File: src/source/cpu_params.svh
`ifndef CPU_PARAMS_SVH
`define CPU_PARAMS_SVH

// Datapath width in bits
`define CPU_XLEN 32

// Architectural register count with register 0 reading as zero
`define CPU_REG_COUNT 32

// First fetch address after reset
`define CPU_RESET_PC 32'h0000_3000

// Added to a jal's PC so the link skips the delay slot
`define CPU_LINK_OFFSET 32'd8

`endif

File: src/source/cpu_pkg.sv
`include "cpu_params.svh"

package cpu_pkg;

	typedef enum logic [4:0] {
		op_nop, op_addu, op_subu, op_and, op_or, op_slt,
		op_addiu, op_ori, op_lui, op_lw, op_sw,
		op_beq, op_bne, op_j, op_jal, op_jr
	} op_e;

	typedef enum logic [1:0] {
		fwd_none,   // Value from register file or pipeline register
		fwd_m_alu,  // ALU result sitting in M
		fwd_m_link, // Link address of a jal sitting in M
		fwd_w       // Value being written back
	} fwd_sel_e;

	typedef enum logic [1:0] {
		wb_none, wb_alu, wb_mem, wb_link
	} wb_sel_e;

	typedef struct packed {
		logic                  valid;
		logic [`CPU_XLEN-1:0]  pc;
		logic [`CPU_XLEN-1:0]  instr;
	} f_d_t;

	typedef struct packed {
		logic                             valid;
		logic [`CPU_XLEN-1:0]             pc;
		op_e                              op;
		logic [$clog2(`CPU_REG_COUNT)-1:0] rs;
		logic [$clog2(`CPU_REG_COUNT)-1:0] rt;
		logic [`CPU_XLEN-1:0]             rs_val;
		logic [`CPU_XLEN-1:0]             rt_val;
		logic [`CPU_XLEN-1:0]             imm;   // Already extended and shifted
		logic [$clog2(`CPU_REG_COUNT)-1:0] dst;
		wb_sel_e                          wb_sel;
	} d_e_t;

	typedef struct packed {
		logic                             valid;
		logic [`CPU_XLEN-1:0]             pc;
		op_e                              op;
		logic [`CPU_XLEN-1:0]             alu;    // Result, address or link
		logic [`CPU_XLEN-1:0]             rt_val; // Store data
		logic [$clog2(`CPU_REG_COUNT)-1:0] dst;
		wb_sel_e                          wb_sel;
	} e_m_t;

	typedef struct packed {
		logic                             valid;
		logic [`CPU_XLEN-1:0]             pc;
		logic [$clog2(`CPU_REG_COUNT)-1:0] dst;
		wb_sel_e                          wb_sel;
		logic [`CPU_XLEN-1:0]             data;
	} m_w_t;

	typedef struct packed {
		logic                             en;
		logic [$clog2(`CPU_REG_COUNT)-1:0] addr;
		logic [`CPU_XLEN-1:0]             data;
	} wb_t;

	// Shared operand mux for the decode and execute bypass paths
	function automatic logic [`CPU_XLEN-1:0] fwd_value(
		input fwd_sel_e             sel,
		input logic [`CPU_XLEN-1:0] base,
		input e_m_t                 e_m,
		input wb_t                  wb
	);
		case (sel)
			fwd_m_alu:  return e_m.alu;
			fwd_m_link: return e_m.pc + `CPU_LINK_OFFSET;
			fwd_w:      return wb.data;
			default:    return base;
		endcase
	endfunction

endpackage

File: src/source/cpu_core.sv
`include "cpu_params.svh"

module cpu_core (
	input  logic                 clk,
	input  logic                 arst_n,
	output logic [`CPU_XLEN-1:0] instr_addr,
	input  logic [`CPU_XLEN-1:0] instr_data,
	output logic [`CPU_XLEN-1:0] dmem_addr,
	output logic [`CPU_XLEN-1:0] dmem_wdata,
	output logic                 dmem_we,
	input  logic [`CPU_XLEN-1:0] dmem_rdata,
	output logic [`CPU_XLEN-1:0] test_pc,
	output logic                 test_valid
);

	cpu_pkg::f_d_t f_d;
	cpu_pkg::d_e_t d_e;
	cpu_pkg::e_m_t e_m;
	cpu_pkg::m_w_t m_w;
	cpu_pkg::wb_t wb;
	cpu_pkg::fwd_sel_e fwd_d_rs;
	cpu_pkg::fwd_sel_e fwd_d_rt;
	cpu_pkg::fwd_sel_e fwd_e_rs;
	cpu_pkg::fwd_sel_e fwd_e_rt;
	logic stall;
	logic redirect;
	logic [`CPU_XLEN-1:0] target;
	logic [$clog2(`CPU_REG_COUNT)-1:0] rs_addr;
	logic [$clog2(`CPU_REG_COUNT)-1:0] rt_addr;
	logic [`CPU_XLEN-1:0] rf_rs_val;
	logic [`CPU_XLEN-1:0] rf_rt_val;

	fetch_stage u_fetch (
		.clk(clk),
		.arst_n(arst_n),
		.stall(stall),
		.redirect(redirect),
		.target(target),
		.instr_data(instr_data),
		.instr_addr(instr_addr),
		.f_d(f_d)
	);

	decode_stage u_decode (
		.clk(clk),
		.arst_n(arst_n),
		.f_d(f_d),
		.stall(stall),
		.fwd_rs(fwd_d_rs),
		.fwd_rt(fwd_d_rt),
		.rf_rs_val(rf_rs_val),
		.rf_rt_val(rf_rt_val),
		.e_m(e_m),
		.wb(wb),
		.rs_addr(rs_addr),
		.rt_addr(rt_addr),
		.redirect(redirect),
		.target(target),
		.d_e(d_e)
	);

	register_file u_rf (
		.clk(clk),
		.arst_n(arst_n),
		.rs_addr(rs_addr),
		.rt_addr(rt_addr),
		.wb(wb),
		.rs_val(rf_rs_val),
		.rt_val(rf_rt_val)
	);

	hazard_unit u_hazard (
		.f_d(f_d),
		.d_e(d_e),
		.e_m(e_m),
		.m_w(m_w),
		.fwd_d_rs(fwd_d_rs),
		.fwd_d_rt(fwd_d_rt),
		.fwd_e_rs(fwd_e_rs),
		.fwd_e_rt(fwd_e_rt),
		.stall(stall)
	);

	execute_stage u_execute (
		.clk(clk),
		.arst_n(arst_n),
		.d_e(d_e),
		.fwd_rs(fwd_e_rs),
		.fwd_rt(fwd_e_rt),
		.e_m_fwd(e_m), // M bypass comes off the stage's own output register
		.wb(wb),
		.e_m(e_m)
	);

	memory_stage u_memory (
		.clk(clk),
		.arst_n(arst_n),
		.e_m(e_m),
		.dmem_rdata(dmem_rdata),
		.dmem_addr(dmem_addr),
		.dmem_wdata(dmem_wdata),
		.dmem_we(dmem_we),
		.m_w(m_w),
		.wb(wb),
		.test_pc(test_pc),
		.test_valid(test_valid)
	);

endmodule

File: src/source/decode_stage.sv
`include "cpu_params.svh"

module decode_stage (
	input  logic                              clk,
	input  logic                              arst_n,
	input  cpu_pkg::f_d_t                     f_d,
	input  logic                              stall,
	input  cpu_pkg::fwd_sel_e                 fwd_rs,
	input  cpu_pkg::fwd_sel_e                 fwd_rt,
	input  logic [`CPU_XLEN-1:0]              rf_rs_val,
	input  logic [`CPU_XLEN-1:0]              rf_rt_val,
	input  cpu_pkg::e_m_t                     e_m,
	input  cpu_pkg::wb_t                      wb,
	output logic [$clog2(`CPU_REG_COUNT)-1:0] rs_addr,
	output logic [$clog2(`CPU_REG_COUNT)-1:0] rt_addr,
	output logic                              redirect,
	output logic [`CPU_XLEN-1:0]              target,
	output cpu_pkg::d_e_t                     d_e
);

	logic [5:0] opcode;
	logic [5:0] funct;
	logic [15:0] imm16;
	logic [$clog2(`CPU_REG_COUNT)-1:0] rd;
	logic [$clog2(`CPU_REG_COUNT)-1:0] dst;
	logic [`CPU_XLEN-1:0] imm;
	logic [`CPU_XLEN-1:0] rs_fwd;
	logic [`CPU_XLEN-1:0] rt_fwd;
	logic [`CPU_XLEN-1:0] pc_plus4;
	logic taken;
	cpu_pkg::op_e op;
	cpu_pkg::wb_sel_e wb_sel;

	assign opcode = f_d.instr[31:26];
	assign rs_addr = f_d.instr[25:21];
	assign rt_addr = f_d.instr[20:16];
	assign rd = f_d.instr[15:11];
	assign funct = f_d.instr[5:0];
	assign imm16 = f_d.instr[15:0];
	assign pc_plus4 = f_d.pc + 32'd4;

	always_comb begin
		op = cpu_pkg::op_nop; // Unknown encodings fall through as nop
		case (opcode)
			6'h00: case (funct)
				6'h21: op = cpu_pkg::op_addu;
				6'h23: op = cpu_pkg::op_subu;
				6'h24: op = cpu_pkg::op_and;
				6'h25: op = cpu_pkg::op_or;
				6'h2a: op = cpu_pkg::op_slt;
				6'h08: op = cpu_pkg::op_jr;
				default: op = cpu_pkg::op_nop;
			endcase
			6'h02: op = cpu_pkg::op_j;
			6'h03: op = cpu_pkg::op_jal;
			6'h04: op = cpu_pkg::op_beq;
			6'h05: op = cpu_pkg::op_bne;
			6'h09: op = cpu_pkg::op_addiu;
			6'h0d: op = cpu_pkg::op_ori;
			6'h0f: op = cpu_pkg::op_lui;
			6'h23: op = cpu_pkg::op_lw;
			6'h2b: op = cpu_pkg::op_sw;
			default: op = cpu_pkg::op_nop;
		endcase
		if (!f_d.valid)
			op = cpu_pkg::op_nop;
	end

	always_comb begin
		case (op)
			cpu_pkg::op_ori: imm = {{(`CPU_XLEN-16){1'b0}}, imm16};
			cpu_pkg::op_lui: imm = {imm16, {(`CPU_XLEN-16){1'b0}}};
			default:         imm = {{(`CPU_XLEN-16){imm16[15]}}, imm16};
		endcase
	end

	always_comb begin
		dst = rt_addr;
		wb_sel = cpu_pkg::wb_none;
		case (op)
			cpu_pkg::op_addu, cpu_pkg::op_subu, cpu_pkg::op_and,
			cpu_pkg::op_or, cpu_pkg::op_slt: begin
				dst = rd;
				wb_sel = cpu_pkg::wb_alu;
			end
			cpu_pkg::op_addiu, cpu_pkg::op_ori, cpu_pkg::op_lui: wb_sel = cpu_pkg::wb_alu;
			cpu_pkg::op_lw:  wb_sel = cpu_pkg::wb_mem;
			cpu_pkg::op_jal: begin
				dst = 5'd31; // Link register
				wb_sel = cpu_pkg::wb_link;
			end
			default: wb_sel = cpu_pkg::wb_none;
		endcase
	end

	// Branch operands need the newest values since they resolve here
	assign rs_fwd = cpu_pkg::fwd_value(fwd_rs, rf_rs_val, e_m, wb);
	assign rt_fwd = cpu_pkg::fwd_value(fwd_rt, rf_rt_val, e_m, wb);

	always_comb begin
		taken = 1'b0;
		target = pc_plus4 + {imm[`CPU_XLEN-3:0], 2'b00};
		case (op)
			cpu_pkg::op_beq: taken = rs_fwd == rt_fwd;
			cpu_pkg::op_bne: taken = rs_fwd != rt_fwd;
			cpu_pkg::op_j, cpu_pkg::op_jal: begin
				taken = 1'b1;
				target = {pc_plus4[`CPU_XLEN-1:28], f_d.instr[25:0], 2'b00};
			end
			cpu_pkg::op_jr: begin
				taken = 1'b1;
				target = rs_fwd;
			end
			default: taken = 1'b0;
		endcase
	end

	assign redirect = taken && !stall; // Stalled branch waits for its operands

	always_ff @(posedge clk or negedge arst_n) begin
		if (!arst_n) begin
			d_e <= '0;
		end else if (stall) begin
			d_e <= '0; // Bubble
		end else begin
			d_e <= '{valid: f_d.valid, pc: f_d.pc, op: op, rs: rs_addr, rt: rt_addr,
				rs_val: rs_fwd, rt_val: rt_fwd, imm: imm, dst: dst, wb_sel: wb_sel};
		end
	end

endmodule

File: src/source/execute_stage.sv
`include "cpu_params.svh"

module execute_stage (
	input  logic              clk,
	input  logic              arst_n,
	input  cpu_pkg::d_e_t     d_e,
	input  cpu_pkg::fwd_sel_e fwd_rs,
	input  cpu_pkg::fwd_sel_e fwd_rt,
	input  cpu_pkg::e_m_t     e_m_fwd,
	input  cpu_pkg::wb_t      wb,
	output cpu_pkg::e_m_t     e_m
);

	logic [`CPU_XLEN-1:0] a;
	logic [`CPU_XLEN-1:0] b;
	logic [`CPU_XLEN-1:0] alu;

	assign a = cpu_pkg::fwd_value(fwd_rs, d_e.rs_val, e_m_fwd, wb);
	assign b = cpu_pkg::fwd_value(fwd_rt, d_e.rt_val, e_m_fwd, wb);

	always_comb begin
		case (d_e.op)
			cpu_pkg::op_addu:  alu = a + b;
			cpu_pkg::op_subu:  alu = a - b;
			cpu_pkg::op_and:   alu = a & b;
			cpu_pkg::op_or:    alu = a | b;
			cpu_pkg::op_slt:   alu = {{(`CPU_XLEN-1){1'b0}}, $signed(a) < $signed(b)};
			cpu_pkg::op_ori:   alu = a | d_e.imm;
			cpu_pkg::op_lui:   alu = d_e.imm;
			cpu_pkg::op_addiu,
			cpu_pkg::op_lw,
			cpu_pkg::op_sw:    alu = a + d_e.imm; // Also the memory address
			cpu_pkg::op_jal:   alu = d_e.pc + `CPU_LINK_OFFSET;
			default:           alu = '0;
		endcase
	end

	always_ff @(posedge clk or negedge arst_n) begin
		if (!arst_n) begin
			e_m <= '0;
		end else begin
			e_m <= '{valid: d_e.valid, pc: d_e.pc, op: d_e.op, alu: alu,
				rt_val: b, dst: d_e.dst, wb_sel: d_e.wb_sel};
		end
	end

endmodule

File: src/source/fetch_stage.sv
`include "cpu_params.svh"

module fetch_stage (
	input  logic                 clk,
	input  logic                 arst_n,
	input  logic                 stall,
	input  logic                 redirect,
	input  logic [`CPU_XLEN-1:0] target,
	input  logic [`CPU_XLEN-1:0] instr_data,
	output logic [`CPU_XLEN-1:0] instr_addr,
	output cpu_pkg::f_d_t        f_d
);

	logic [`CPU_XLEN-1:0] pc;

	assign instr_addr = pc;

	always_ff @(posedge clk or negedge arst_n) begin
		if (!arst_n) begin
			pc <= `CPU_RESET_PC;
		end else if (!stall) begin
			pc <= redirect ? target : pc + 32'd4; // Redirect lands after the slot
		end
	end

	always_ff @(posedge clk or negedge arst_n) begin
		if (!arst_n) begin
			f_d <= '0;
		end else if (!stall) begin
			f_d <= '{valid: 1'b1, pc: pc, instr: instr_data};
		end
	end

endmodule

File: src/source/hazard_unit.sv
`include "cpu_params.svh"

module hazard_unit (
	input  cpu_pkg::f_d_t     f_d,
	input  cpu_pkg::d_e_t     d_e,
	input  cpu_pkg::e_m_t     e_m,
	input  cpu_pkg::m_w_t     m_w,
	output cpu_pkg::fwd_sel_e fwd_d_rs,
	output cpu_pkg::fwd_sel_e fwd_d_rt,
	output cpu_pkg::fwd_sel_e fwd_e_rs,
	output cpu_pkg::fwd_sel_e fwd_e_rt,
	output logic              stall
);

	localparam int AW = $clog2(`CPU_REG_COUNT);

	logic [5:0] opcode;
	logic [5:0] funct;
	logic [AW-1:0] d_rs;
	logic [AW-1:0] d_rt;
	logic use_rs;
	logic use_rt;
	logic is_branch;

	assign opcode = f_d.instr[31:26];
	assign funct = f_d.instr[5:0];
	assign d_rs = f_d.instr[25:21];
	assign d_rt = f_d.instr[20:16];

	// Which sources the instruction in D really reads
	always_comb begin
		use_rs = 1'b0;
		use_rt = 1'b0;
		is_branch = 1'b0;
		case (opcode)
			6'h00: begin
				use_rs = funct inside {6'h21, 6'h23, 6'h24, 6'h25, 6'h2a, 6'h08};
				use_rt = funct inside {6'h21, 6'h23, 6'h24, 6'h25, 6'h2a};
				is_branch = funct == 6'h08; // jr
			end
			6'h04, 6'h05: begin
				use_rs = 1'b1;
				use_rt = 1'b1;
				is_branch = 1'b1;
			end
			6'h09, 6'h0d, 6'h23: use_rs = 1'b1;
			6'h2b: begin
				use_rs = 1'b1;
				use_rt = 1'b1;
			end
			default: use_rs = 1'b0;
		endcase
		use_rs = use_rs && f_d.valid;
		use_rt = use_rt && f_d.valid;
	end

	// M beats W and register 0 never forwards
	function automatic cpu_pkg::fwd_sel_e pick(input logic [AW-1:0] src);
		if (src == '0)
			return cpu_pkg::fwd_none;
		if (e_m.valid && e_m.dst == src && e_m.wb_sel == cpu_pkg::wb_alu)
			return cpu_pkg::fwd_m_alu;
		if (e_m.valid && e_m.dst == src && e_m.wb_sel == cpu_pkg::wb_link)
			return cpu_pkg::fwd_m_link;
		if (m_w.valid && m_w.dst == src && m_w.wb_sel != cpu_pkg::wb_none)
			return cpu_pkg::fwd_w;
		return cpu_pkg::fwd_none;
	endfunction

	function automatic logic hits(input logic valid, input logic [AW-1:0] dst);
		return valid && dst != '0 && ((use_rs && dst == d_rs) || (use_rt && dst == d_rt));
	endfunction

	always_comb begin
		fwd_d_rs = pick(d_rs);
		fwd_d_rt = pick(d_rt);
		fwd_e_rs = pick(d_e.rs);
		fwd_e_rt = pick(d_e.rt);
		stall = hits(d_e.valid && d_e.wb_sel == cpu_pkg::wb_mem, d_e.dst) // Load-use
			|| (is_branch && hits(d_e.valid && d_e.wb_sel != cpu_pkg::wb_none, d_e.dst))
			|| (is_branch && hits(e_m.valid && e_m.wb_sel == cpu_pkg::wb_mem, e_m.dst));
	end

endmodule

File: src/source/memory_stage.sv
`include "cpu_params.svh"

module memory_stage (
	input  logic                 clk,
	input  logic                 arst_n,
	input  cpu_pkg::e_m_t        e_m,
	input  logic [`CPU_XLEN-1:0] dmem_rdata,
	output logic [`CPU_XLEN-1:0] dmem_addr,
	output logic [`CPU_XLEN-1:0] dmem_wdata,
	output logic                 dmem_we,
	output cpu_pkg::m_w_t        m_w,
	output cpu_pkg::wb_t         wb,
	output logic [`CPU_XLEN-1:0] test_pc,
	output logic                 test_valid
);

	logic [`CPU_XLEN-1:0] result;

	assign dmem_addr = e_m.alu;
	assign dmem_wdata = e_m.rt_val;
	assign dmem_we = e_m.valid && e_m.op == cpu_pkg::op_sw; // One pulse per store

	assign result = (e_m.wb_sel == cpu_pkg::wb_mem) ? dmem_rdata : e_m.alu;

	always_ff @(posedge clk or negedge arst_n) begin
		if (!arst_n) begin
			m_w <= '0;
		end else begin
			m_w <= '{valid: e_m.valid, pc: e_m.pc, dst: e_m.dst,
				wb_sel: e_m.wb_sel, data: result};
		end
	end

	// Write port for the register file and the W bypass
	assign wb.en = m_w.valid && m_w.wb_sel != cpu_pkg::wb_none && m_w.dst != '0;
	assign wb.addr = m_w.dst;
	assign wb.data = m_w.data;

	assign test_pc = e_m.pc;
	assign test_valid = e_m.valid;

endmodule

File: src/source/register_file.sv
`include "cpu_params.svh"

module register_file (
	input  logic                              clk,
	input  logic                              arst_n,
	input  logic [$clog2(`CPU_REG_COUNT)-1:0] rs_addr,
	input  logic [$clog2(`CPU_REG_COUNT)-1:0] rt_addr,
	input  cpu_pkg::wb_t                      wb,
	output logic [`CPU_XLEN-1:0]              rs_val,
	output logic [`CPU_XLEN-1:0]              rt_val
);

	logic [`CPU_XLEN-1:0] regs [`CPU_REG_COUNT];
	logic write;

	assign write = wb.en && wb.addr != '0; // Register 0 stays zero

	always_ff @(posedge clk or negedge arst_n) begin
		if (!arst_n) begin
			for (int i = 0; i < `CPU_REG_COUNT; i++)
				regs[i] <= '0;
		end else if (write) begin
			regs[wb.addr] <= wb.data;
		end
	end

	// Same-cycle write is visible to the reader
	assign rs_val = (write && wb.addr == rs_addr) ? wb.data : regs[rs_addr];
	assign rt_val = (write && wb.addr == rt_addr) ? wb.data : regs[rt_addr];

endmodule

File: config.mk
export PLATFORM = sky130hd
export DESIGN_NAME = cpu_core
export DESIGN_NICKNAME = d
export VERILOG_FILES = /design/src/source/cpu_pkg.sv /design/src/source/cpu_core.sv /design/src/source/decode_stage.sv /design/src/source/execute_stage.sv /design/src/source/fetch_stage.sv /design/src/source/hazard_unit.sv /design/src/source/memory_stage.sv /design/src/source/register_file.sv
export VERILOG_INCLUDE_DIRS = /design/src /design/src/source
export SDC_FILE = /design/constraint.sdc
export NUM_CORES = 2
export LEC_CHECK = 0
export ABC_AREA = 1
export BUFFER_PORTS_ARGS = -buffer_cell sky130_fd_sc_hd__buf_4
export CAP_MARGIN = 20
export CORE_MARGIN = 2
export CORE_UTILIZATION = 54
export DETAILED_ROUTE_END_ITERATION = 8
export PLACE_DENSITY_LB_ADDON = 0.08
export SYNTH_ARGS = -nofsm -noshare
export SYNTH_HDL_FRONTEND = slang
export SYNTH_SLANG_ARGS = --single-unit
export TNS_END_PERCENT = 30
File: constraint.sdc
create_clock -name clk -period 5.15 [get_ports clk]
set_input_delay 0.2575 -clock clk [delete_from_list [all_inputs] [get_ports clk]]
set_output_delay 0.2575 -clock clk [all_outputs]
set_load 0.05 [all_outputs]
==> run_results.csv <==
group,metric,value,unit
critical_path,cp-start-kind,"register",
cts,clkTransAtPathRegs,0.06,ns
global_routing,grt_pass1_wl,534000,um
sta,relSlewSlack,17.69,%
pwr,peakVddDrop,354.7,uV
synthesis,async_reset_ff_share,100.0,%
critical_path,ff2ff_setup_slack,0.11,ns
cts,cts_buffers,159,
critical_path,path_class,"register to register",
floorplanning,die_y,401.4,um
sta,fmax,198.3,MHz
critical_path,r2r_cells,37,
job,maxCapViolCount,0,
critical_path,cp_slowest_cell,"dfrtp_1",
cells_and_area,multiInputGateArea,0.04194,sq mm
synthesis,synthAdderAreaFrac,1.949,%
global_routing,grt-ovfl-total,0,
cells_and_area,fillers,14220,
synthesis,synth_top_area_share,41.58,%
sta,rsz0062_at_grt,"yes",
pwr,design_power_total,32.27,mW
place,dp_hpwl,234200,um
place,dp_worst_setup_slack,-0.4460,ns
place,routabilityCongestion,1.064,
cts,clock-root-buffer,"clkbuf_16",
cts,cts.path.max_buffers,3,
synthesis,synthTopCellsByCount,"nand2_1, o21ai_0, dfrtp_1",
detailed_routing,first_pass_iters,9,
detailed_routing,drt.antenna.violating_nets,0,
sta,skew,0.04587,ns
synthesis,yosys.area_share.simple,22.33,%
worst_hold_path,hp-class,"input pin to asynchronous set/reset pin",
floorplanning,fp.coreArea,0.1566,sq mm
floorplanning,die_w,401.4,um
synthesis,synth_flop_cell,"dfrtp_1",
synthesis,synth_area,0.08527,sq mm
critical_path,crit_top_cell,"buf_4",
sta,finalSetupViolations,0,
cells_and_area,drive_above_1_share,11.31,%
cells_and_area,finalNonFillerCells,14070,
cts,cts_tree,"done",
critical_path,crit_required,5.90,ns
critical_path,critPathMaxStageDelay,0.40,ns
critical_path,reg2reg_to,"u_execute.e_m[39]",
synthesis,synth_xor_area_share,1.120,%
critical_path,worst-path-stages,37,
synthesis,synth_compound_area_share,22.80,%
cells_and_area,nets,12080,
detailed_routing,num_vias,88620,
floorplanning,start_util,54.46,%
synthesis,synth_top_cell_by_area,"dfrtp_1",
detailed_routing,wl_per_cell,25.84,um
global_routing,grt_max_degree,154,
status,status,"finished, final reports clean",
synthesis,ys_seq_area_share,41.65,%
cts,htreeDepth,4,
cts,clkLatencyLatePin,0.85,ns
synthesis,synth.area.top_cells,"dfrtp_1, nand2_1, o21ai_0, nand3_1, inv_1",
sta,worst_pin_slew,1.235,ns
synthesis,synth_top_family_by_area,"compound AO/OA/AOI/OAI gates",
critical_path,end_kind,"register",
pwr,cellPowerDensity,330.2,mW/mm^2
global_routing,grt_pass1_vias,82470,
sta,finalSetupTns,0,ns
detailed_routing,wl,363700,um
detailed_routing,drc,0,
sta,fin_crit,5.043,ns
floorplanning,fp.dieArea,0.1611,sq mm
synthesis,syn-num-nets,12010,
detailed_routing,vias_per_cell,6.297,
detailed_routing,drtIter0Drc,13250,
global_routing,grt.total_usage,44.06,%
synthesis,synthMuxAreaShare,0,%
floorplanning,fp-row-count,145,
sta,layout_setup_ws,0.1069,ns
critical_path,reg2reg_from,"u_execute.e_m[5]",
synthesis,ys_types,63,
critical_path,cp_top_family,"compound AO/OA/AOI/OAI gates",
floorplanning,ioPinCount,196,
critical_path,crit_buf_inv,11,
global_routing,antenna_found_initial,16,
critical_path,path_max_fanout,7,
sta,fin_crit_sh,97.92,%
place,placedCellCount,13690,
place,io_buffers,195,
cells_and_area,utilization,62.42,%
synthesis,synth.most_common_cell,"nand2_1",
synthesis,synthCells,11820,
sta,drv_slew,0,
synthesis,avgSynthCellArea,7.216,sq um
synthesis,ys_ff_latch,1419,
critical_path,arrival,5.79,ns
synthesis,yosys_warnings,0,
sta,finalHoldViolCount,0,
pwr,p_leak,43.12,nW
cells_and_area,seq_area,0.03554,sq mm
cts,cts.sinks,1419,
synthesis,synth-edff-count,0,
cells_and_area,area_growth_syn_to_layout,14.62,%
[metal layers]
| metal | global-route usage, % | wire, um | share of wire, % | vias up |
|---|---|---|---|---|
| met3 | 9.572 | 40440 | 11 | 1255 |
| met1 | 57.12 | 137200 | 38 | 42140 |
| li1 | - | - | - | 39630 |
| met2 | 66.48 | 157800 | 43 | 5569 |
| met4 | 29.22 | 28180 | 7.7 | 18 |
| met5 | 0 | 113 | 0.031 | - |
[per-stage QoR]
stage / instance area [sq um] / hold slack, ns
final: 97730 / 0.08959
after global routing: 97730 / 0.1433
after CTS: 96890 / 0.1071
after detailed placement: 90490 / 0.3183
after global placement: 90490 / 0.3281
after floorplan: 85270 / -0.03809
[flip-flops by register name, summed over array words and instances (netlist names)]
signal,cells
u_rf.regs,1024
u_decode.d_e,150
u_execute.e_m,108
u_fetch.f_d,65
u_memory.m_w,40
u_fetch.instr_addr,32
[power breakdown]
part           leakage [nW]  internal, mW  switching [mW]
Sequential             19.3          11.7           0.704
Combinational          21.1          2.56            4.99
Clock                  2.75          7.16            5.18
Total                  43.1          21.4            10.9
[cell type report]
cell class	instances	share of cell area, %
multi-input cells	8287	42.91
diodes	3	0.007681
repair buffers	911	8.040
clock buffers	224	4.669
clock inverters	67	1.088
inverters	1104	4.286
well taps	2058	2.635
flip-flops and latches	1419	36.37
[worst max path at each step]
stage	slack, ns	startpoint	end
2_1_floorplan	0.02	u_execute.e_m[108]	u_execute.e_m[63]
3_5_place_dp	-0.45	u_execute.e_m[5]	u_execute.e_m[39]
5_1_grt	-0.23	u_decode.d_e[108]	u_execute.e_m[67]
4_1_cts	-0.03	u_decode.d_e[108]	u_execute.e_m[39]
6_report	0.11	u_execute.e_m[5]	u_execute.e_m[39]
3_3_place_gp	-0.59	u_decode.d_e[106]	u_execute.e_m[67]
[placed cells by master (no fill, tap or decap), drive strengths merged, types with 4 or more instances in the layout]
cell type | synthesis | routed
a211oi | 6 | 6
a21boi | 12 | 12
a21o | 11 | 11
a21oi | 766 | 766
a221oi | 13 | 13
a22oi | 11 | 11
a31oi | 21 | 21
buf | 406 | 846
bufinv | 0 | 18
clkbuf | 601 | 224
clkinv | 12 | 47
clkinvlp | 0 | 5
dfrtp | 1417 | 1417
dlygate4sd3 | 0 | 65
ha | 128 | 128
inv | 1092 | 1101
nand2 | 2694 | 2694
nand2b | 4 | 4
nand3 | 1134 | 1134
nand3b | 14 | 14
nand4 | 77 | 77
nor2 | 547 | 547
nor3 | 35 | 35
nor3b | 6 | 6
nor4 | 15 | 15
o2111ai | 16 | 16
o211ai | 533 | 533
o21a | 19 | 19
o21ai | 1979 | 1979
o21bai | 13 | 13
o221ai | 52 | 52
o22ai | 19 | 19
o31ai | 8 | 8
or2 | 26 | 26
xnor2 | 31 | 31
xor2 | 78 | 78
[timing repair]
| action | 4_1_cts | 5_1_grt |
|---|---|---|
| pin swaps | 6 | 59 |
| hold endpoints to repair | 176 | 0 |
| gates resized for setup | 47 | 188 |
| endpoints found under the setup margin | 19 | 43 |
| hold buffers | 65 | 0 |
| buffers inserted | 2 | 24 |
[logic make-up (layout without fill, tap and decap cells)]
logic type,after synthesis,after routing
other,1,4
buffers and inverters,2111,2306
AND/OR/NAND/NOR,4555,4555
adder cells (fa/ha/maj),131,131
XOR/XNOR,109,109
flip-flops,1419,1419
AO/OA/AOI/OAI,3491,3491
(Power assumes the default switching activity.)
